$ cat config.mk
export PLATFORM = sky130hd
export DESIGN_NAME = tag_req_stage
export DESIGN_NICKNAME = d
export VERILOG_FILES = /design/src/hw/vcache_pkg.sv /design/src/hw/tag_req_stage.sv
export SDC_FILE = /design/constraint.sdc
export NUM_CORES = 1
export LEC_CHECK = 0
export ABC_AREA = 0
export BUFFER_PORTS_ARGS = -buffer_cell sky130_fd_sc_hd__buf_2
export CORE_MARGIN = 2
export CORE_UTILIZATION = 43
export DETAILED_ROUTE_END_ITERATION = 8
export PLACE_DENSITY = 0.83
export SYNTH_ARGS = -nofsm -noshare
export SYNTH_HDL_FRONTEND = slang
export SYNTH_SLANG_ARGS = --single-unit
export TNS_END_PERCENT = 100
$ cat constraint.sdc
create_clock -name clk -period 3.47 [get_ports clk]
set_input_delay 0.347 -clock clk [delete_from_list [all_inputs] [get_ports clk]]
set_output_delay 0.347 -clock clk [all_outputs]
set_load 0.03 [all_outputs]
$ cat src/hw/vcache_pkg.sv
package vcache_pkg;

    // ==============================
    // cache geometry
    // ==============================
    localparam int WAY_NUM      = 4;
    localparam int WAY_WIDTH    = 2;
    localparam int INDEX_WIDTH  = 6;
    localparam int TAG_WIDTH    = 12;
    localparam int OFFSET_WIDTH = 6;
    localparam int TXNID_WIDTH  = 8;

    typedef logic [1:0] opcode_t;

    localparam opcode_t OP_READ  = 2'd0;
    localparam opcode_t OP_WRITE = 2'd1;

    // ==============================
    // request side
    // ==============================
    typedef struct packed {
        logic [TAG_WIDTH-1:0]    tag;
        logic [INDEX_WIDTH-1:0]  index;
        logic [OFFSET_WIDTH-1:0] offset;
    } cache_addr_t;

    typedef struct packed {
        logic [TXNID_WIDTH-1:0] txnid;
        opcode_t                opcode;
        cache_addr_t            addr;
    } tag_req_t;

    // ==============================
    // tag and dirty arrays
    // ==============================
    typedef struct packed {
        logic                 valid;
        logic [TAG_WIDTH-1:0] tag;
    } tag_entry_t;

    typedef struct packed {
        tag_entry_t [WAY_NUM-1:0] way;
    } tag_row_t;

    typedef logic [WAY_NUM-1:0] dirty_row_t;    // one bit per way

    // tag to install through the fill buffer
    typedef struct packed {
        logic [INDEX_WIDTH-1:0] index;
        logic [TAG_WIDTH-1:0]   tag;
        logic [WAY_WIDTH-1:0]   way;
    } fill_req_t;

    // miss queue entry
    typedef struct packed {
        logic [TXNID_WIDTH-1:0]  txnid;
        opcode_t                 opcode;
        logic [INDEX_WIDTH-1:0]  index;
        logic [OFFSET_WIDTH-1:0] offset;
        logic [TAG_WIDTH-1:0]    req_tag;
        logic [WAY_WIDTH-1:0]    way;
        logic                    hit;
        logic                    need_linefill;
        logic                    need_evict;
        logic [TAG_WIDTH-1:0]    evict_tag;
    } miss_entry_t;

endpackage

$ cat src/hw/tag_req_stage.sv
`timescale 1ns/1ps

module tag_req_stage (
    input  logic                  clk,
    input  logic                  rst_n,

    input  logic                  tag_req_vld,
    input  vcache_pkg::tag_req_t  tag_req_pld,
    output logic                  tag_req_rdy,

    input  logic                  fill_load,
    input  vcache_pkg::fill_req_t fill_pld,
    output logic                  buf_vld,
    output vcache_pkg::fill_req_t buf_pld,

    output logic                  req_vld,
    output vcache_pkg::tag_req_t  req_pld,

    output logic                  tag_rd_en,
    output logic                  tag_wr_en
);

    logic req_fire;

    // ==============================
    // fill buffer
    // ==============================
    // one entry, drains into the tag RAM the cycle after it loads
    always_ff @(posedge clk or negedge rst_n) begin
        if (!rst_n) begin
            buf_vld <= 1'b0;
        end else begin
            buf_vld <= fill_load;
        end
    end

    always_ff @(posedge clk) begin
        if (fill_load) begin
            buf_pld <= fill_pld;
        end
    end

    assign tag_req_rdy = ~buf_vld;  // hold off new lookups while the tag write drains

    // ==============================
    // tag RAM port control
    // ==============================
    assign req_fire  = tag_req_vld & tag_req_rdy;
    assign tag_rd_en = req_fire;    // set read at the accept edge
    assign tag_wr_en = buf_vld;

    // ==============================
    // request register
    // ==============================
    always_ff @(posedge clk or negedge rst_n) begin
        if (!rst_n) begin
            req_vld <= 1'b0;
        end else begin
            req_vld <= req_fire;
        end
    end

    always_ff @(posedge clk) begin
        if (req_fire) begin
            req_pld <= tag_req_pld;     // lines up with the RAM read data
        end
    end

endmodule

* After elaboration in Yosys (flattened, before gate mapping)
Cells that the tools add are included.
** Storage, ports and cells
- Logic and storage cells :: 12
- Output and inout port bits :: 59
- Bits in registers :: 56
- Bits of input ports :: 58
** Operators by class
- Bitwise operators :: 2
** Operators by type and width (count)
- bitwise AND 1 bit :: 1
- inverter 1 bit :: 1

* Logic depth before layout (Yosys ltp)
Gate-level depths: netlist (run 1).
- Depth after elaboration :: 2
- Mapped depth :: 1
- Gate-level depth less buffers :: 1

* Least setup slack after synthesis (run 1)
No wires, ideal clock.
- Path type :: flip-flop to flip-flop
- Start point :: reg buf_vld
- End point :: reg req_pld[0] (netlist name) (enable)
- Cell stages (with the launch flop) :: 2
- Arrival time :: 2483 ps
- Data required time :: 3021 ps
- Path slack :: 538 ps
- Path buffers :: 0
- Library setup time :: 449 ps
- Cell sequence :: dfrtp_1 -> nor2b_1
** On the way
- Cells in the longest elaborated chain, start to end :: 2
** RTL lines
- start, declared :: RTL line tag_req_stage.sv:13 : output logic buf_vld,
- start signal, assigned :: RTL line tag_req_stage.sv:33 : buf_vld <= fill_load;
- inverter 1 bit :: RTL line tag_req_stage.sv:43 : assign tag_req_rdy = ~buf_vld;
- bitwise AND 1 bit :: RTL line tag_req_stage.sv:48 : assign req_fire = tag_req_vld & tag_req_rdy;
- via tag_rd_en :: RTL line tag_req_stage.sv:19 : output logic tag_rd_en,
- end signal, assigned :: RTL line tag_req_stage.sv:65 : req_pld <= tag_req_pld;
- end, declared :: RTL line tag_req_stage.sv:17 : output vcache_pkg::tag_req_t req_pld,
The timed path passes the listed nets, and every way through them passes these cells.
A chain may end at the register's enable or synchronous reset.

* Final worst setup path (run 1)
- Start point :: reg buf_vld
- End point :: out tag_rd_en
** On the way
- Cells in the longest elaborated chain, start to end :: 2
** RTL lines (RTL line)
- inverter 1 bit :: tag_req_stage.sv:43
- bitwise AND 1 bit :: tag_req_stage.sv:48
- end, declared :: tag_req_stage.sv:19
No other way between the ends.

==> flow_summary.toml, run 1 <==
[power]
power.switching_w = 0.000295
p_int_w = 0.000969
irDropWorstVdd_uv = 394
clkPwrFrac_pct = 24.7
p_leak_nw = 1.06
power_frac_comb_pct = 12.6
powerDensity_nw_per_um2 = 521
sw_frac_of_total_pct = 23.3
p_seq_share_pct = 62.7

[logic_synthesis]
synth_area_per_cell_sq_um = 28.6
yosysTopAreaCell = "edfxtp_1"
yosysSeqAreaShare_pct = 99.0
yosys.area.top_type_share_pct = 96.0
synth_area_leaders = "edfxtp_1 (96%), dfrtp_1 (3.0%), buf_4 (0.44%)"
ys.warnings.count = 0
syn_nets = 117
syn_inst = 59
synth-seq-cells = 56
syn_area_sq_um = 1690
synth_cell_types = 5

[global_routing]
grt_use_met2_pct = 24.1
grt_max_degree = 22
grt_use_met3_pct = 9.29
antenna_found_initial = 0
grt_usage_pct = 14.9
gr-usage-met1_pct = 16.4
grt_pass1_wl_microns = 4570
overflow = 0
top_usage_layer = "met2"
grt_pass1_vias = 1005

[setup_path]
required_ns = 3.12
cp.arrival_ns = 1.43
cp_slowest_cell = "dfrtp_1"
crit_fanout = 18
cp_top_family = "flip-flops"
slowest_delay_ns = 0.43
cp-start-kind = "flop"
crit_chain = "nor2b_4, buf_2"
crit_buf_inv = 1
crit_type = "reg -> out"
endpoint_kind = "primary output"

[sta]
slew_headroom_pct = 68.9
layout_setup_ws_ns = 1.69
rsz0062_at_grt = "no"
period_share_pct = 51.3
clock_skew_ns = 0.00423
setup_viol = 0
report.final.slew_viol_count = 0
setup_tns_ns = 0
hold_viol_final = 0
fin_crit_ns = 1.78
worstMarginPinSlew_ns = 0.466
fmax_mhz = 562

[floorplan]
core-area_sq_um = 3720
row_count = 22
die-width_microns = 66.7
initial_core_util_pct = 45.5
ioPinCount = 117
die-area_sq_um = 4450
die_h_microns = 66.7

[finish]
syn2layout_area_growth_pct = 43.6
drive_gt1_share_pct = 67.8
n_antenna_cell = 0
fin_area_sq_um = 2420
fin_nets = 241

[detailed_routing]
antenna_left = 0
dr.pass1.iters = 4
drc = 0
dr.first_iter.drc_count = 63
wl_microns = 3250
vias = 1022
routedWlPerCell_microns = 14.1
vias_per_cell = 4.42

[clock_network]
h-tree-depth = 2
clock_sinks = 56
cts-root-buf = "clkbuf_8"
path_clk_slew_ns = 0.08
post_cts_buffers = 0
clk_path_buf_depth = 2
cts_tree = "done"
clk_latency_ns = 0.29
cts_made_buffers = 5

[min_path]
worstHoldPathType = "in -> reg"

[placement]
dp_slack_ns = 1.92
hpwl_microns = 2580
io_buffers = 116
gp_congestion = 0.700
placed_cell_area_sq_um = 2340

[outcome]
status = "finished clean"

[job]
drv_cap = 0
[synthesized netlist by cell type (all sizes together)]
master / number
edfxtp: 54
dfrtp: 2
nor2b: 1
inv: 1
buf: 1
[per-layer routing]
layer / vias up / part of all wire [%]
met4: 0 / 0
li1: 476 / -
met5: - / 0
met1: 457 / 35
met3: 0 / 17
met2: 89 / 48
[flip-flops by register name, indices dropped and copies added (netlist names)]
register,flops
buf_vld,1
req_vld,1
req_pld,34
buf_pld,20
[power groups by stage]
stage	clock (W)	combinational, W	sequential (W)
global placement	0	0.000156	0.000807
CTS	0.000330	0.000161	0.000794
floorplan	0	0.0000108	0.000885
global route	0.000358	0.000169	0.000797
finish	0.000312	0.000159	0.000793
detailed placement	0	0.000160	0.000809
[cells in the final DEF, fill, tap and decap left out, drive strengths merged]
master / instances
nor2b: 1
edfxtp: 54
buf: 117
dlygate4sd3: 1
dfrtp: 2
inv: 1
clkinv: 1
clkbuf: 6
[per-stage QoR]
stage | std cells | hold slack [ns] | util, % | power, W
final | 231 | 0.220 | 65.3 | 0.00126
after global routing | 231 | 0.193 | 65.3 | 0.00132
after CTS | 231 | 0.204 | 65.3 | 0.00129
after detailed placement | 223 | 0.141 | 62.9 | 0.000969
after global placement | 223 | 0.133 | 62.9 | 0.000963
after floorplan | 59 | 0.0514 | - | 0.000896
[repair_timing]
item / in CTS / in global routing
endpoints found under the hold margin: 2 / 0
resized for setup: 0 / 0
hold buffers: 1 / 0
[path summary, 6_finish.rpt]
path | slack, ns | end | cells past startpoint | startpoint
max | 1.69 | tag_rd_en | 2 | buf_vld
min | 0.22 | buf_pld[9] | 1 | fill_pld[9]
min in group asynchronous | 0.37 | req_vld | 2 | rst_n
min reg2reg | 0.74 | req_pld[25] | 1 | buf_vld
max reg2reg | 1.96 | req_pld[18] | 2 | buf_vld
max in group asynchronous | 3.01 | buf_vld | 2 | rst_n
[logic make-up (layout without fill, tap and decap cells)]
kind of cell / count (synthesis) / count (layout) / synth area share [%]
flip-flops: 56 / 56 / 99.0
buffers and inverters: 2 / 126 / 0.667
AND/OR/NAND/NOR: 1 / 1 / 0.371
[area by class of cell]
| class | count | area [sq um] |
|---|---|---|
| Timing Repair Buffer | 118 | 598 |
| Sequential cell | 56 | 1670 |
| Tap cell | 48 | 60.1 |
| Fill cell | 282 | 1290 |
| Multi-Input combinational cell | 1 | 13.8 |
| Clock buffer | 6 | 72.6 |
| Clock inverter | 1 | 5.00 |
| Inverter | 1 | 3.75 |
Power figures use the tool's default switching activity.
==> run 2, diff against run 1 <==
--- a/config.mk
+++ b/config.mk
@@ -8,9 +8,9 @@
 export ABC_AREA = 0
 export BUFFER_PORTS_ARGS = -buffer_cell sky130_fd_sc_hd__buf_2
 export CORE_MARGIN = 2
-export CORE_UTILIZATION = 43
+export CORE_UTILIZATION = 36
 export DETAILED_ROUTE_END_ITERATION = 8
-export PLACE_DENSITY = 0.83
+export PLACE_DENSITY = 0.74
 export SYNTH_ARGS = -nofsm -noshare
 export SYNTH_HDL_FRONTEND = slang
 export SYNTH_SLANG_ARGS = --single-unit
==> constraint.sdc (replaced) <==
create_clock -name clk -period 1.48 [get_ports clk]
set_input_delay 0.148 -clock clk [delete_from_list [all_inputs] [get_ports clk]]
set_output_delay 0.148 -clock clk [all_outputs]
set_load 0.03 [all_outputs]
==> flow_summary.toml, run 2 (synthesis results as in run 1) <==
[min_path]
worstHoldPathType = "in -> reg"

[clock_network]
cts_made_buffers = 5
cts_tree = "done"
clk_path_buf_depth = 2
path_clk_slew_ns = 0.09
clock_sinks = 56
clk_latency_ns = 0.30
h-tree-depth = 2
post_cts_buffers = 0
cts-root-buf = "clkbuf_8"

[global_routing]
grt_max_degree = 22
grt_pass1_vias = 1003
grt_pass1_wl_microns = 4710
antenna_found_initial = 0
overflow = 0
grt_usage_pct = 12.4

[placement]
hpwl_microns = 2680
io_buffers = 116
gp_congestion = 0.709
dp.cells = 228

[detailed_routing]
drc = 0
antenna_left = 0
dr.pass1.iters = 3
vias_per_cell = 4.38
routedWlPerCell_microns = 14.2
dr.first_iter.drc_count = 54
wl_microns = 3370
vias = 1039

[finish]
finish.utilization_pct = 55.1
top_register = "req_pld"
n_antenna_cell = 0
drive_gt1_share_pct = 68.6
final_common_cell = "buf_2"
layout_common_cells = "buf_2 (116), edfxtp_1 (54), clkbuf_8 (5), buf_4 (2)"
nFillCells = 385
syn2layout_area_growth_pct = 45.0
finalNonFillerCells = 237
fin_nets = 242
largest_register_ffs = 34
top_regs = "req_pld x34, buf_pld x20"

[sta]
fin_hold_ws_ns = 0.0162
setup_tns_ns = 0
clock_skew_ns = 0.00395
slew_headroom_pct = 71.0
report.final.slew_viol_count = 0
setup_viol = 0
worstMarginPinSlew_ns = 0.435
fin_crit_ns = 1.22
rsz0062_at_grt = "no"
fmax_mhz = 818
period_share_pct = 82.6
hold_viol_final = 0

[setup_path]
cp.arrival_ns = 1.08
required_ns = 1.33
cp-start-kind = "flop"
crit_type = "reg -> out"
crit_fanout = 4
endpoint_kind = "primary output"

[floorplan]
initial_core_util_pct = 38.0
ioPinCount = 117
row_count = 24
die-width_microns = 72.5
die_h_microns = 72.5
core-area_sq_um = 4440
die-area_sq_um = 5260

[power]
p_leak_nw = 1.06
powerDensity_nw_per_um2 = 1230
power.total_w = 0.00302
irDropWorstVdd_uv = 583

[outcome]
status = "finished clean"

[job]
drv_cap = 0
## run 2: critical path: stages, from the launching register on
cell and delay [ns]:
dfrtp_2 0.44, nor2b_4 0.13, buf_2 0.21
## run 2: metrics by stage
step,setup slack [ns],instance area (sq um)
CTS,0.243,2450
finish,0.257,2450
global placement,0.348,2350
floorplan,-0.107,1700
detailed placement,0.332,2350
global route,0.203,2450
## run 2: final timing paths
kind / cells after the start / slack (ns) / startpoint / endpoint
min: 1 / 0.02 / tag_req_pld[8] / req_pld[8]
min reg2reg: 2 / 0.69 / buf_vld / req_vld
min in group asynchronous: 2 / 0.17 / rst_n / buf_vld
max reg2reg: 2 / 0.32 / buf_vld / req_pld[32]
max in group asynchronous: 2 / 1.20 / rst_n / buf_vld
max: 2 / 0.26 / buf_vld / tag_rd_en
## run 2: report_power, final
part	switching [W]	total [W]	internal (W)
Sequential	0.0000215	0.00186	0.00184
Combinational	0.000259	0.000376	0.000117
Clock	0.000452	0.000789	0.000337
Total	0.000732	0.00302	0.00229
## run 2: layout make-up
type | instances | area (sq um) | area share (%)
multi-input combinational | 1 | 13.8 | 0.562
tap | 52 | 65.1 | 2.66
clock buffer | 6 | 72.6 | 2.96
clock inverter | 2 | 16.3 | 0.664
sequential | 56 | 1670 | 68.3
inverter | 1 | 3.75 | 0.153
timing repair buffer | 119 | 606 | 24.7
## run 2: repair_timing
action	4_1_cts	5_1_grt
hold buffers	1	0
hold endpoints to repair	2	0
resized for setup	0	0
## run 2: metal layers
| layer | GRT usage [%] | share of wire (%) | wire [microns] |
|---|---|---|---|
| met2 | 22.2 | 51 | 1710 |
| met1 | 13.0 | 35 | 1170 |
| met5 | 0 | 0 | 0 |
| met4 | 5.56 | 1.5 | 52 |
| met3 | 4.58 | 13 | 443 |
