===== config.mk =====
export PLATFORM = sky130hd
export DESIGN_NAME = miss_entry_build
export DESIGN_NICKNAME = d
export VERILOG_FILES = /design/src/hw/vcache_pkg.sv /design/src/hw/miss_entry_build.sv
export SDC_FILE = /design/constraint.sdc
export NUM_CORES = 1
export LEC_CHECK = 0
export ABC_CLOCK_PERIOD_IN_PS = 1250
export BUFFER_PORTS_ARGS = -buffer_cell sky130_fd_sc_hd__buf_2
export CAP_MARGIN = 20
export CORE_AREA = 4 4 91 50
export DETAILED_ROUTE_END_ITERATION = 12
export DIE_AREA = 0 0 95 54
export PLACE_DENSITY = 0.8
export SETUP_SLACK_MARGIN = 0.05
export SYNTH_ARGS = -nofsm -noshare
export SYNTH_HDL_FRONTEND = slang
export SYNTH_SLANG_ARGS = --single-unit

===== constraint.sdc =====
create_clock -name vclk -period 1.25
set_input_delay 0.0625 -clock vclk [all_inputs]
set_output_delay 0.0625 -clock vclk [all_outputs]
set_load 0.03 [all_outputs]

===== src/hw/vcache_pkg.sv =====
package vcache_pkg;

    // ==============================
    // cache geometry
    // ==============================
    localparam int WAY_NUM      = 4;
    localparam int WAY_WIDTH    = 2;
    localparam int INDEX_WIDTH  = 6;
    localparam int TAG_WIDTH    = 12;
    localparam int OFFSET_WIDTH = 6;
    localparam int TXNID_WIDTH  = 8;

    typedef logic [1:0] opcode_t;

    localparam opcode_t OP_READ  = 2'd0;
    localparam opcode_t OP_WRITE = 2'd1;

    // ==============================
    // request side
    // ==============================
    typedef struct packed {
        logic [TAG_WIDTH-1:0]    tag;
        logic [INDEX_WIDTH-1:0]  index;
        logic [OFFSET_WIDTH-1:0] offset;
    } cache_addr_t;

    typedef struct packed {
        logic [TXNID_WIDTH-1:0] txnid;
        opcode_t                opcode;
        cache_addr_t            addr;
    } tag_req_t;

    // ==============================
    // tag and dirty arrays
    // ==============================
    typedef struct packed {
        logic                 valid;
        logic [TAG_WIDTH-1:0] tag;
    } tag_entry_t;

    typedef struct packed {
        tag_entry_t [WAY_NUM-1:0] way;
    } tag_row_t;

    typedef logic [WAY_NUM-1:0] dirty_row_t;    // one bit per way

    // tag to install through the fill buffer
    typedef struct packed {
        logic [INDEX_WIDTH-1:0] index;
        logic [TAG_WIDTH-1:0]   tag;
        logic [WAY_WIDTH-1:0]   way;
    } fill_req_t;

    // miss queue entry
    typedef struct packed {
        logic [TXNID_WIDTH-1:0]  txnid;
        opcode_t                 opcode;
        logic [INDEX_WIDTH-1:0]  index;
        logic [OFFSET_WIDTH-1:0] offset;
        logic [TAG_WIDTH-1:0]    req_tag;
        logic [WAY_WIDTH-1:0]    way;
        logic                    hit;
        logic                    need_linefill;
        logic                    need_evict;
        logic [TAG_WIDTH-1:0]    evict_tag;
    } miss_entry_t;

endpackage


===== src/hw/miss_entry_build.sv =====
`timescale 1ns/1ps

module miss_entry_build (
    input  logic                                req_vld,
    input  vcache_pkg::tag_req_t                req_pld,
    input  vcache_pkg::tag_row_t                eff_row,
    input  vcache_pkg::dirty_row_t              dirty_row,
    input  logic                                hit,
    input  logic [vcache_pkg::WAY_NUM-1:0]      hit_way_oh,
    input  logic [vcache_pkg::WAY_WIDTH-1:0]    victim_way,

    output logic                                miss_vld,
    output vcache_pkg::miss_entry_t             miss_pld,
    output logic                                fill_load,
    output vcache_pkg::fill_req_t               fill_pld
);

    logic [vcache_pkg::WAY_WIDTH-1:0] hit_way;
    logic [vcache_pkg::WAY_WIDTH-1:0] dest_way;
    logic                             victim_dirty;

    // one-hot to binary
    always_comb begin
        hit_way = '0;
        for (int i = 0; i < vcache_pkg::WAY_NUM; i++) begin
            if (hit_way_oh[i]) begin
                hit_way = hit_way | i[vcache_pkg::WAY_WIDTH-1:0];
            end
        end
    end

    assign dest_way     = hit ? hit_way : victim_way;
    assign victim_dirty = eff_row.way[victim_way].valid && dirty_row[victim_way];

    // ==============================
    // miss queue entry
    // ==============================
    assign miss_vld                = req_vld;
    assign miss_pld.txnid          = req_pld.txnid;
    assign miss_pld.opcode         = req_pld.opcode;
    assign miss_pld.index          = req_pld.addr.index;
    assign miss_pld.offset         = req_pld.addr.offset;
    assign miss_pld.req_tag        = req_pld.addr.tag;
    assign miss_pld.way            = dest_way;
    assign miss_pld.hit            = hit;
    assign miss_pld.need_linefill  = !hit;
    assign miss_pld.need_evict     = !hit && victim_dirty;   // writeback of the old line
    assign miss_pld.evict_tag      = eff_row.way[dest_way].tag;

    // new tag for the victim way
    assign fill_load      = req_vld && !hit;
    assign fill_pld.index = req_pld.addr.index;
    assign fill_pld.tag   = req_pld.addr.tag;
    assign fill_pld.way   = victim_way;

endmodule


# After elaboration in Yosys (flattened, before gate mapping)
# Cells that the tools add are included.
totals:
  register_bits: 0
  output_inout_bits: 73
op_classes:
  reduce_logical: 4
  mux: 10
  order_cmp: 2
ops:
  columns: ["operator", "count"]
  rows:
  - ["binary-select mux 13 bit (select 2 bit)", 2]
  - ["two-way mux 13 bit", 1]
  - ["two-way mux 12 bit", 1]
  - ["< comparator 2 x 3 -> 1 bit, second input constant", 2]
  - ["two-way mux 2 bit", 3]
  - ["logical AND 1 bit", 3]
  - ["binary-select mux 1 bit (select 2 bit)", 1]
  - ["two-way mux 1 bit", 2]
  - ["zero test 1 bit", 1]

# Longest topological paths before layout
# Gate-level depths: netlist of the first run.
logic_depth:
  ltp_word: 6
  ltp_mapped: 5

# Worst setup path after synthesis of the first run
# OpenSTA, ideal clock, no wires.
synth_timing:
  kind: "input to output"
  start: "in hit"
  end: "out miss_pld[0] (netlist bit)"
  required_time_ps: 1188
  arrival_ps: 1442
  n_path_buf: 2
  path_stages: 4
  slack_ps: -255
  cell_sequence: "buf_2 > a21oi_2 > buf_2 > mux2i_1"
synth_rtl:
  columns: ["element", "line_no", "text"]
  rows:
  - ["from (decl)", "miss_entry_build.sv:8", "input logic hit,"]
  - ["to (decl)", "miss_entry_build.sv:13", "output vcache_pkg::miss_entry_t miss_pld,"]

==> summary.txt, run 1 <==
Pwr
  • Leak: 0.6613 nW
  • VDD IR max: 216.0 µV
  • Switching Fraction: 0.5234
  • Part of the power in registers: 0
  • Comb power frac: 1.000
  • Pwr dens: 509.5 mW/mm²
  • Switching pwr: 0.4101 mW
  • Int Power: ~0.37 mW
  • Clk pwr share: 0

Critical path
  • CP Capture Type: primary output
  • Largest delay contributor family on the critical path: buffers and inverters
  • Crit path buf inv count: 3
  • Worst Path Required: 1.19 ns
  • CP cell instances: buf_6, or3b_4, buf_12, a32oi_4, mux2i_2, buf_4
  • CP Launch Type: input port
  • Worst Path Arrival: ~1.3 ns
  • Crit path max fanout: 24
  • Slowest-stage cell, CP: or3b_4
  • Slowest stage delay, CP: 0.40 ns
  • Kind of critical path: in2out

Worst hold path
  • Worst Hold Depth: 0
  • WHS Endpoint: fill_pld[17]
  • Type of the worst min-delay path: in2out
  • Hold path startpoint: req_pld[9]

Floorplan
  • Initial Utilization: 0.2902
  • Die Width: 95 µm
  • Total die area: 0.005130 mm²
  • Core area: 0.003764 mm²
  • Die Y: about 54 µm
  • IO Pins: 171
  • Site row count: 16

STA
  • FMAX: 763.4 MHz
  • Fin crit period: 1.310 ns
  • Final setup viols: 11
  • Crit share post-route: 1.048
  • Setup WS post-layout: -0.05988 ns
  • Max-Slew Margin vs Limit: 0.8310
  • Pins over their slew limit: 0
  • Final Hold Viols: 0
  • Worst-margin pin slew: 0.2536 ns
  • RSZ-0062 raised after global routing: true

Detailed routing
  • Detailed Route Iter0 Violations: 9
  • Drt pass-1 iters: 4
  • Detailed-route via count: roughly 1200
  • Final wirelength: 3761 µm
  • Post-DR wirelength/cell: 16.64 µm
  • Vias/cell: about 5.2
  • Number of remaining DRC errors: 0
  • DRT antenna net count: 0

Synthesis
  • Sequential fraction of the synthesis area: 0
  • Avg Cell Area, Syn: ~7.5 µm²
  • Net count after synthesis: 243
  • Yosys warning total: 0
  • Synthesized area: about 0.0011 mm²
  • Syn Inst Count: 145
  • Synth cell types: 18

Finish
  • Layout Nets: approximately 270
  • N_diodes: 0
  • Final design utilization: 0.4086
  • Reg area: 0 µm²
  • Clock buf count: 0
  • Share of cells above drive strength 1: 0.7384
  • Area Growth Syn to Fin: 40.78%
  • Seq cells: 0
  • Layout Cells excl Fill: 226
  • Total of fill cells in the finished design: 398

Flow run
  • Max-cap viol count: 0

GRT
  • Number of global-route vias before repair: around 1100
  • Largest net degree at the start of global routing: 26
  • First-pass GRT wire length: 5375 µm
  • GRT Util Overall: 0.1308
  • Remaining global-route overflow: 0
  • Initial antenna violation count: 0

Placement
  • Placer congestion estimate: 0.7622
  • Dpl ws: -0.1332 ns
  • I/O Buffers: between 80 and 90
  • DP HPWL: ~2800 µm
  • Cells after DPL: 225

Outcome
  • Outcome: complete, but fails checks
  • Failing checks: negative setup slack

CTS
  • Buffers inserted during post-CTS setup optimization: 0
  • Post-CTS Hold Buffers: 0
[per-stage QoR]
step	area [µm²]	hold WS, ns	power, mW	setup TNS (ns)
2_1_floorplan	1147	0.2567	0.7264	-0.05803
3_3_place_gp	1300	0.1252	0.6516	-0.6168
3_5_place_dp	1300	0.1252	0.6613	-0.8760
4_1_cts	1413	0.1252	0.7285	-0.1838
5_1_grt	1538	0.1250	0.8366	-0.6928
6_report	1538	0.1250	0.7835	-0.2351
[cells in the final DEF (no fill, tap or decap), types with 2 or more instances in the layout]
master	Yosys	final
nor2_1	2	2
a32oi_4	0	3
mux2i_2	0	8
o21a_1	24	24
buf_6	0	6
buf_4	56	15
a32oi_2	0	11
buf_12	0	5
a311oi_2	0	2
a32oi_1	24	10
buf_2	13	70
mux2i_1	12	3
[logic make-up after synthesis]
group           share of synthesized area
compound gates                     0.3860
buf+inv                            0.4547
mux                                0.1100
simple gates                      0.04926
[cells in the mapped netlist, types with 2 or more instances]
cell type	count	area [µm²]
o21a_1	24	180.2
buf_4	56	420.4
clkbuf_1	2	7.510
nor2_1	2	7.510
a311oi_1	2	17.52
mux2i_1	12	120.1
buf_2	13	65.06
a32oi_1	24	210.2
[layout make-up]
cell class,count,area (µm²),area share
tap,54,67.56,0.04394
timing repair buffer,98,663.1,0.4312
inverter,1,3.754,0.002441
multi-input combinational,73,803.3,0.5224
[routing by layer]
metal | track usage | share of wire
met5 | 0 | 0
met4 | 0.002392 | 0.011
met3 | 0.04190 | 0.11
met2 | 0.2275 | 0.46
met1 | 0.1691 | 0.41
[worst max path at each step]
| stage | startpoint | to | slack (ns) | depth (start not counted) |
|---|---|---|---|---|
| 6_report | hit_way_oh[3] | miss_pld[6] | -0.06 | 6 |
| 5_1_grt | hit_way_oh[3] | miss_pld[6] | -0.08 | 6 |
| 4_1_cts | hit_way_oh[3] | miss_pld[3] | -0.03 | 6 |
| 3_5_place_dp | hit_way_oh[3] | miss_pld[1] | -0.13 | 6 |
| 3_3_place_gp | hit_way_oh[3] | miss_pld[0] | -0.13 | 6 |
| 2_1_floorplan | hit_way_oh[3] | miss_pld[10] | -0.009 | 4 |
[power groups by stage]
stage	logic [mW]	registers, mW	clock network [mW]
floorplan	0.726	0	0
global placement	0.652	0	0
detailed placement	0.661	0	0
CTS	0.729	0	0
global route	0.837	0	0
finish	0.784	0	0
[timing repair]
item                                    CTS  global route
pin swaps                                 1             0
gates cloned                              0             1
endpoints found under the setup margin   12            13
gates resized for setup                  23            19
Power figures use the tool's default switching activity.
==> run 2: changes to the inputs <==
--- a/config.mk
+++ b/config.mk
@@ -8,11 +8,12 @@
 export ABC_CLOCK_PERIOD_IN_PS = 1250
 export BUFFER_PORTS_ARGS = -buffer_cell sky130_fd_sc_hd__buf_2
 export CAP_MARGIN = 20
-export CORE_AREA = 4 4 91 50
+export CORE_AREA = 4 4 63 71
 export DETAILED_ROUTE_END_ITERATION = 12
-export DIE_AREA = 0 0 95 54
-export PLACE_DENSITY = 0.8
+export DIE_AREA = 0 0 67 75
+export PLACE_DENSITY = 0.79
 export SETUP_SLACK_MARGIN = 0.05
+export SKIP_LAST_GASP = 1
 export SYNTH_ARGS = -nofsm -noshare
 export SYNTH_HDL_FRONTEND = slang
 export SYNTH_SLANG_ARGS = --single-unit
==> run 2 against run 1 <==
The run still ends with negative setup slack left; cell count up 0.88%; flip-flop and latch count unchanged; critical path type unchanged; power is 6.6% higher; fmax shrank 1.2%; setup slack lost 0.016 ns; non-clock buffer count increased by 4; via count down 1.8%; combinational power increased by 6.6%; global-route usage is 0.81 points higher; first-iteration DRC count rose to 2.9 times the previous value; hold slack hardly changed; cell area grew 7.5%.
==> summary.txt, run 2 (synthesis gave the netlist of run 1 again) <==
Outcome
  • Outcome: complete, but fails checks
  • Failing checks: negative setup slack

STA
  • Pins over their slew limit: 0
  • Worst Hold Slack: 0.1250 ns
  • Worst-margin pin slew: 0.2870 ns
  • RSZ-0062 raised after global routing: true
  • Final Hold Viols: 0
  • FMAX: 754.3 MHz
  • Setup WS post-layout: -0.07570 ns
  • Final setup viols: 12
  • Fin Setup TNS: -0.5658 ns
  • Fin crit period: 1.326 ns
  • Max-Slew Margin vs Limit: 0.8073
  • Crit share post-route: 1.061

Critical path
  • CP Launch Type: input port
  • Slowest stage delay, CP: 0.46 ns
  • Slowest-stage cell, CP: or3b_4
  • Crit path buf inv count: 3
  • Crit path max fanout: 6
  • CP Capture Type: primary output
  • Worst Path Required: 1.19 ns
  • Worst Path Arrival: 1.26 ns
  • CP cell instances: buf_6, or3b_4, clkbuf_16, a32oi_4, mux2i_2, buf_4
  • Kind of critical path: in2out
  • Largest delay contributor family on the critical path: buffers and inverters

Placement
  • Placer congestion estimate: 0.6843
  • Dpl ws: -0.1377 ns
  • Placed inst area: 0.001292 mm²
  • DP HPWL: 3017 µm
  • I/O Buffers: 84

Detailed routing
  • Vias/cell: 5.088
  • Final wirelength: roughly 4300 µm
  • Detailed-route via count: roughly 1200
  • Drt pass-1 iters: 4
  • Post-DR wirelength/cell: 18.94 µm
  • DRT antenna net count: 0
  • Detailed Route Iter0 Violations: 26
  • Number of remaining DRC errors: 0

Worst hold path
  • WHS Endpoint: miss_pld[42]
  • Worst Hold Depth: 0
  • Type of the worst min-delay path: in2out
  • Hold path startpoint: req_pld[25]

CTS
  • Buffers inserted during post-CTS setup optimization: 0
  • Post-CTS Hold Buffers: 0

Floorplan
  • Site row count: 24
  • Initial Utilization: 0.2864
  • Total die area: around 0.005 mm²
  • Die Y: between 70 and 80 µm
  • IO Pins: 171
  • Core area: about 0.0038 mm²
  • Die Width: 67 µm

Finish
  • Fin area: 0.001653 mm²
  • Most frequent cells in the layout: 70 x buf_2, 24 x o21a_1, 16 x a32oi_2
  • Seq cells: 0
  • Reg area: 0 µm²
  • N_diodes: 0
  • Layout Nets: 276
  • Most common cell after layout, fill and taps aside: buf_2
  • Clock buf count: 0
  • Share of cells above drive strength 1: 0.7670
  • Area Growth Syn to Fin: 51.32%

Pwr
  • Part of the power in registers: 0
  • Pwr dens: 505.5 mW/mm²
  • Switching pwr: 0.4311 mW
  • Switching Fraction: 0.5160
  • Leak: 0.6977 nW
  • Clk pwr share: 0
  • Pwr Total: 0.8355 mW
  • Int Power: 0.4044 mW
  • VDD IR max: ~220 µV
  • Comb power frac: 1.000

Flow run
  • Max-cap viol count: 0

GRT
  • Initial antenna violation count: 0
  • Remaining global-route overflow: 0
  • Largest net degree at the start of global routing: 26
  • GRT Util Overall: 0.1390
  • First-pass GRT wire length: around 5400 µm
  • Number of global-route vias before repair: 1016
run 2: worst max-delay path by stage:
stage	cells past startpoint	start	endpoint	slack (ns)
after floorplan	4	hit_way_oh[3]	miss_pld[10]	-0.009
after global placement	6	hit_way_oh[3]	miss_pld[0]	-0.15
after detailed placement	6	hit_way_oh[3]	miss_pld[0]	-0.14
after CTS	6	hit_way_oh[3]	miss_pld[5]	-0.08
after global routing	6	hit_way_oh[1]	miss_pld[7]	-0.11
final	6	hit_way_oh[1]	miss_pld[0]	-0.08
run 2: repair_timing:
item / CTS / global route
gates cloned: 0 / 4
resized for setup: 16 / 38
pin swaps: 0 / 17
setup endpoints to repair: 12 / 12
run 2: layout make-up:
cell class                      instances  area (µm²)
Fill cell                             416        2161
Multi-Input combinational cell         73       853.3
Timing Repair Buffer                  102       730.7
Tap cell                               52       65.06
Inverter                                1       3.754
run 2: routing by layer:
metal / vias up / track usage / wire, µm / share of wire
met5: - / 0 / 0 / 0
met4: 0 / 0.04279 / 170 / 0.039
met3: 23 / 0.01940 / 427 / 0.099
met2: 64 / 0.2380 / 2137 / 0.49
met1: 521 / 0.1799 / 1583 / 0.37
li1: 552 / - / - / -
run 2: metrics by stage:
step           utilization  std cells
3_5_place_dp        0.3389        224
3_3_place_gp        0.3389        224
2_1_floorplan            -        145
6_report            0.4334        228
5_1_grt             0.4334        228
4_1_cts             0.3655        224
run 2: power groups by stage:
stage | Sequential, mW | Clock [mW] | Combinational (mW)
after floorplan | 0 | 0 | 0.726
after global placement | 0 | 0 | 0.655
after detailed placement | 0 | 0 | 0.659
after CTS | 0 | 0 | 0.714
after global routing | 0 | 0 | 0.888
final | 0 | 0 | 0.836
==> run 3: changes to the inputs <==
--- a/config.mk
+++ b/config.mk
@@ -12,6 +12,7 @@
 export DETAILED_ROUTE_END_ITERATION = 12
 export DIE_AREA = 0 0 67 75
 export PLACE_DENSITY = 0.79
+export REMOVE_ABC_BUFFERS = 1
 export SETUP_SLACK_MARGIN = 0.05
 export SKIP_LAST_GASP = 1
 export SYNTH_ARGS = -nofsm -noshare
==> constraint.sdc (replaced) <==
create_clock -name vclk -period 1.25
set_input_delay 0.25 -clock vclk [all_inputs]
set_output_delay 0.25 -clock vclk [all_outputs]
set_load 0.03 [all_outputs]
==> run 3 against run 2 <==
The run still ends with negative setup slack left; setup slack got worse by 0.33 ns; global-route usage is 8.7 points higher; die area stayed put; non-clock buffer count up 8; via count rose by 9.2%; fmax is 20% lower; sequential share of layout area did not move; flip-flop and latch count unchanged; cell area shrank 5.7%; first-iteration DRC count decreased by 50%; critical path depth stayed put; cell count increased by 3.5%; largest power group unchanged; highest routed layer is now met5.
==> summary.txt, run 3 (synthesis gave the netlist of run 1 again) <==
Outcome
  • Outcome: complete, but fails checks
  • Failing checks: negative setup slack

Critical path
  • Worst Path Required: 1.00 ns
  • CP Capture Type: primary output
  • Worst Path Arrival: 1.41 ns
  • Number of cells on the critical path: 6
  • CP Launch Type: input port
  • Worst setup path end: miss_pld[11]
  • Crit path from: hit_way_oh[1]
  • Crit path max fanout: 7
  • CP cell instances: buf_6, or3b_4, clkbuf_16, a32oi_2, mux2i_1, buf_4
  • Crit path buf inv count: 3
  • Largest delay contributor family on the critical path: buffers and inverters
  • Slowest stage delay, CP: 0.44 ns
  • Slowest-stage cell, CP: or3b_4
  • Kind of critical path: in2out

STA
  • Final Hold Viols: 0
  • Max-Slew Margin vs Limit: 0.8234
  • Fin crit period: 1.658 ns
  • Worst-margin pin slew: 0.2631 ns
  • Fin Setup TNS: -4.846 ns
  • Crit share post-route: 1.326
  • RSZ-0062 raised after global routing: true
  • Pins over their slew limit: 0
  • Final setup viols: 15
  • FMAX: slightly above 600 MHz
  • Setup WS post-layout: -0.4080 ns

GRT
  • Largest net degree at the start of global routing: 22
  • Initial antenna violation count: 1
  • First-pass GRT wire length: slightly below 8000 µm
  • GRT Util Overall: 0.2264
  • Remaining global-route overflow: 0
  • Number of global-route vias before repair: 1189

Finish
  • Share of cells above drive strength 1: 0.6685
  • N_diodes: 0
  • Seq cells: 0
  • Layout Nets: about 280
  • Total of fill cells in the finished design: 390
  • Area Growth Syn to Fin: 42.73%
  • Most common cell after layout, fill and taps aside: buf_2
  • Reg area: 0 µm²
  • Clock buf count: 0
  • Most frequent cells in the layout: 65 x buf_2, 24 x o21a_1, 23 x buf_4

Floorplan
  • Die Y: 75 µm
  • Initial Utilization: 0.2864
  • Die Width: 67 µm
  • Core area: 0.003814 mm²
  • IO Pins: 171
  • Site row count: 24
  • Total die area: about 0.005 mm²

Pwr
  • Leak: 0.7481 nW
  • VDD IR max: 212.3 µV
  • Switching pwr: 0.3832 mW
  • Part of the power in registers: 0
  • Pwr dens: 482.8 mW/mm²
  • Switching Fraction: 0.5091
  • Int Power: 0.3696 mW
  • Comb power frac: 1.000
  • Pwr Total: 0.7528 mW
  • Clk pwr share: 0

Detailed routing
  • Number of remaining DRC errors: 0
  • Drt pass-1 iters: 3
  • DRT antenna net count: 0
  • Post-DR wirelength/cell: 27.12 µm
  • Detailed Route Iter0 Violations: 13
  • Final wirelength: 6401 µm
  • Vias/cell: 5.369
  • Detailed-route via count: between 1000 and 1500

Placement
  • DP HPWL: between 5000 and 6000 µm
  • Dpl ws: -0.4114 ns
  • Placer congestion estimate: 0.8326
  • I/O Buffers: 84

Worst hold path
  • Type of the worst min-delay path: in2out

Flow run
  • Max-cap viol count: 0
run 3: changes by cell type in the layout (fill, tap and decap cells not counted), moves of 2 or more:
| cell | previous run | this run |
|---|---|---|
| a32oi_1 | 4 | 17 |
| a32oi_2 | 16 | 7 |
| mux2i_1 | 3 | 12 |
| buf_4 | 15 | 23 |
| mux2i_2 | 8 | 0 |
| buf_6 | 10 | 16 |
| buf_2 | 70 | 65 |
| a32oi_4 | 4 | 0 |
| clkbuf_16 | 3 | 1 |
| nor2_1 | 2 | 0 |
| nor2_4 | 0 | 2 |
run 3: worst min-delay path by stage:
stage | from | end | slack, ns | depth (start not counted)
4_1_cts | req_pld[25] | miss_pld[42] | 0.50 | 0
2_1_floorplan | victim_way[0] | fill_pld[0] | 0.50 | 0
5_1_grt | req_pld[25] | miss_pld[42] | 0.50 | 0
6_report | req_pld[30] | miss_pld[47] | 0.50 | 0
3_5_place_dp | req_pld[25] | miss_pld[42] | 0.50 | 0
3_3_place_gp | req_pld[25] | miss_pld[42] | 0.50 | 0
run 3: routing by layer:
| layer | wire length [µm] | global-route usage | up-vias |
|---|---|---|---|
| met5 | 46 | 0.06250 | - |
| met3 | 1135 | 0.1537 | 10 |
| li1 | - | - | 565 |
| met1 | 1867 | 0.2009 | 559 |
| met2 | 3101 | 0.4007 | 129 |
| met4 | 249 | 0.07658 | 4 |
run 3: stage by stage:
step	hold slack, ns	util	instances	area, µm²
after floorplan	0.5000	-	74	599.3
after global placement	0.5007	0.3222	227	1229
after detailed placement	0.5007	0.3222	227	1229
after CTS	0.5007	0.3694	232	1409
after global routing	0.5001	0.4088	236	1559
final	0.5004	0.4088	236	1559
run 3: layout make-up:
class	count	area, µm²	share of cell area
timing repair buffer	110	798.3	0.5120
multi-input combinational	73	691.9	0.4438
tap	52	65.06	0.04173
inverter	1	3.754	0.002408
run 3: power by group through the flow:
stage	combinational [mW]	sequential [mW]	clock (mW)
floorplan	0.311	0	0
global placement	0.591	0	0
detailed placement	0.599	0	0
CTS	0.693	0	0
global route	0.800	0	0
finish	0.753	0	0
run 3: repair_timing:
| item | 4_1_cts | 5_1_grt |
|---|---|---|
| pin swaps | 6 | 8 |
| gates resized for setup | 38 | 22 |
| setup buffers | 4 | 2 |
| cloned | 1 | 2 |
| setup endpoints to repair | 15 | 15 |
| hold buffers | 0 | 0 |
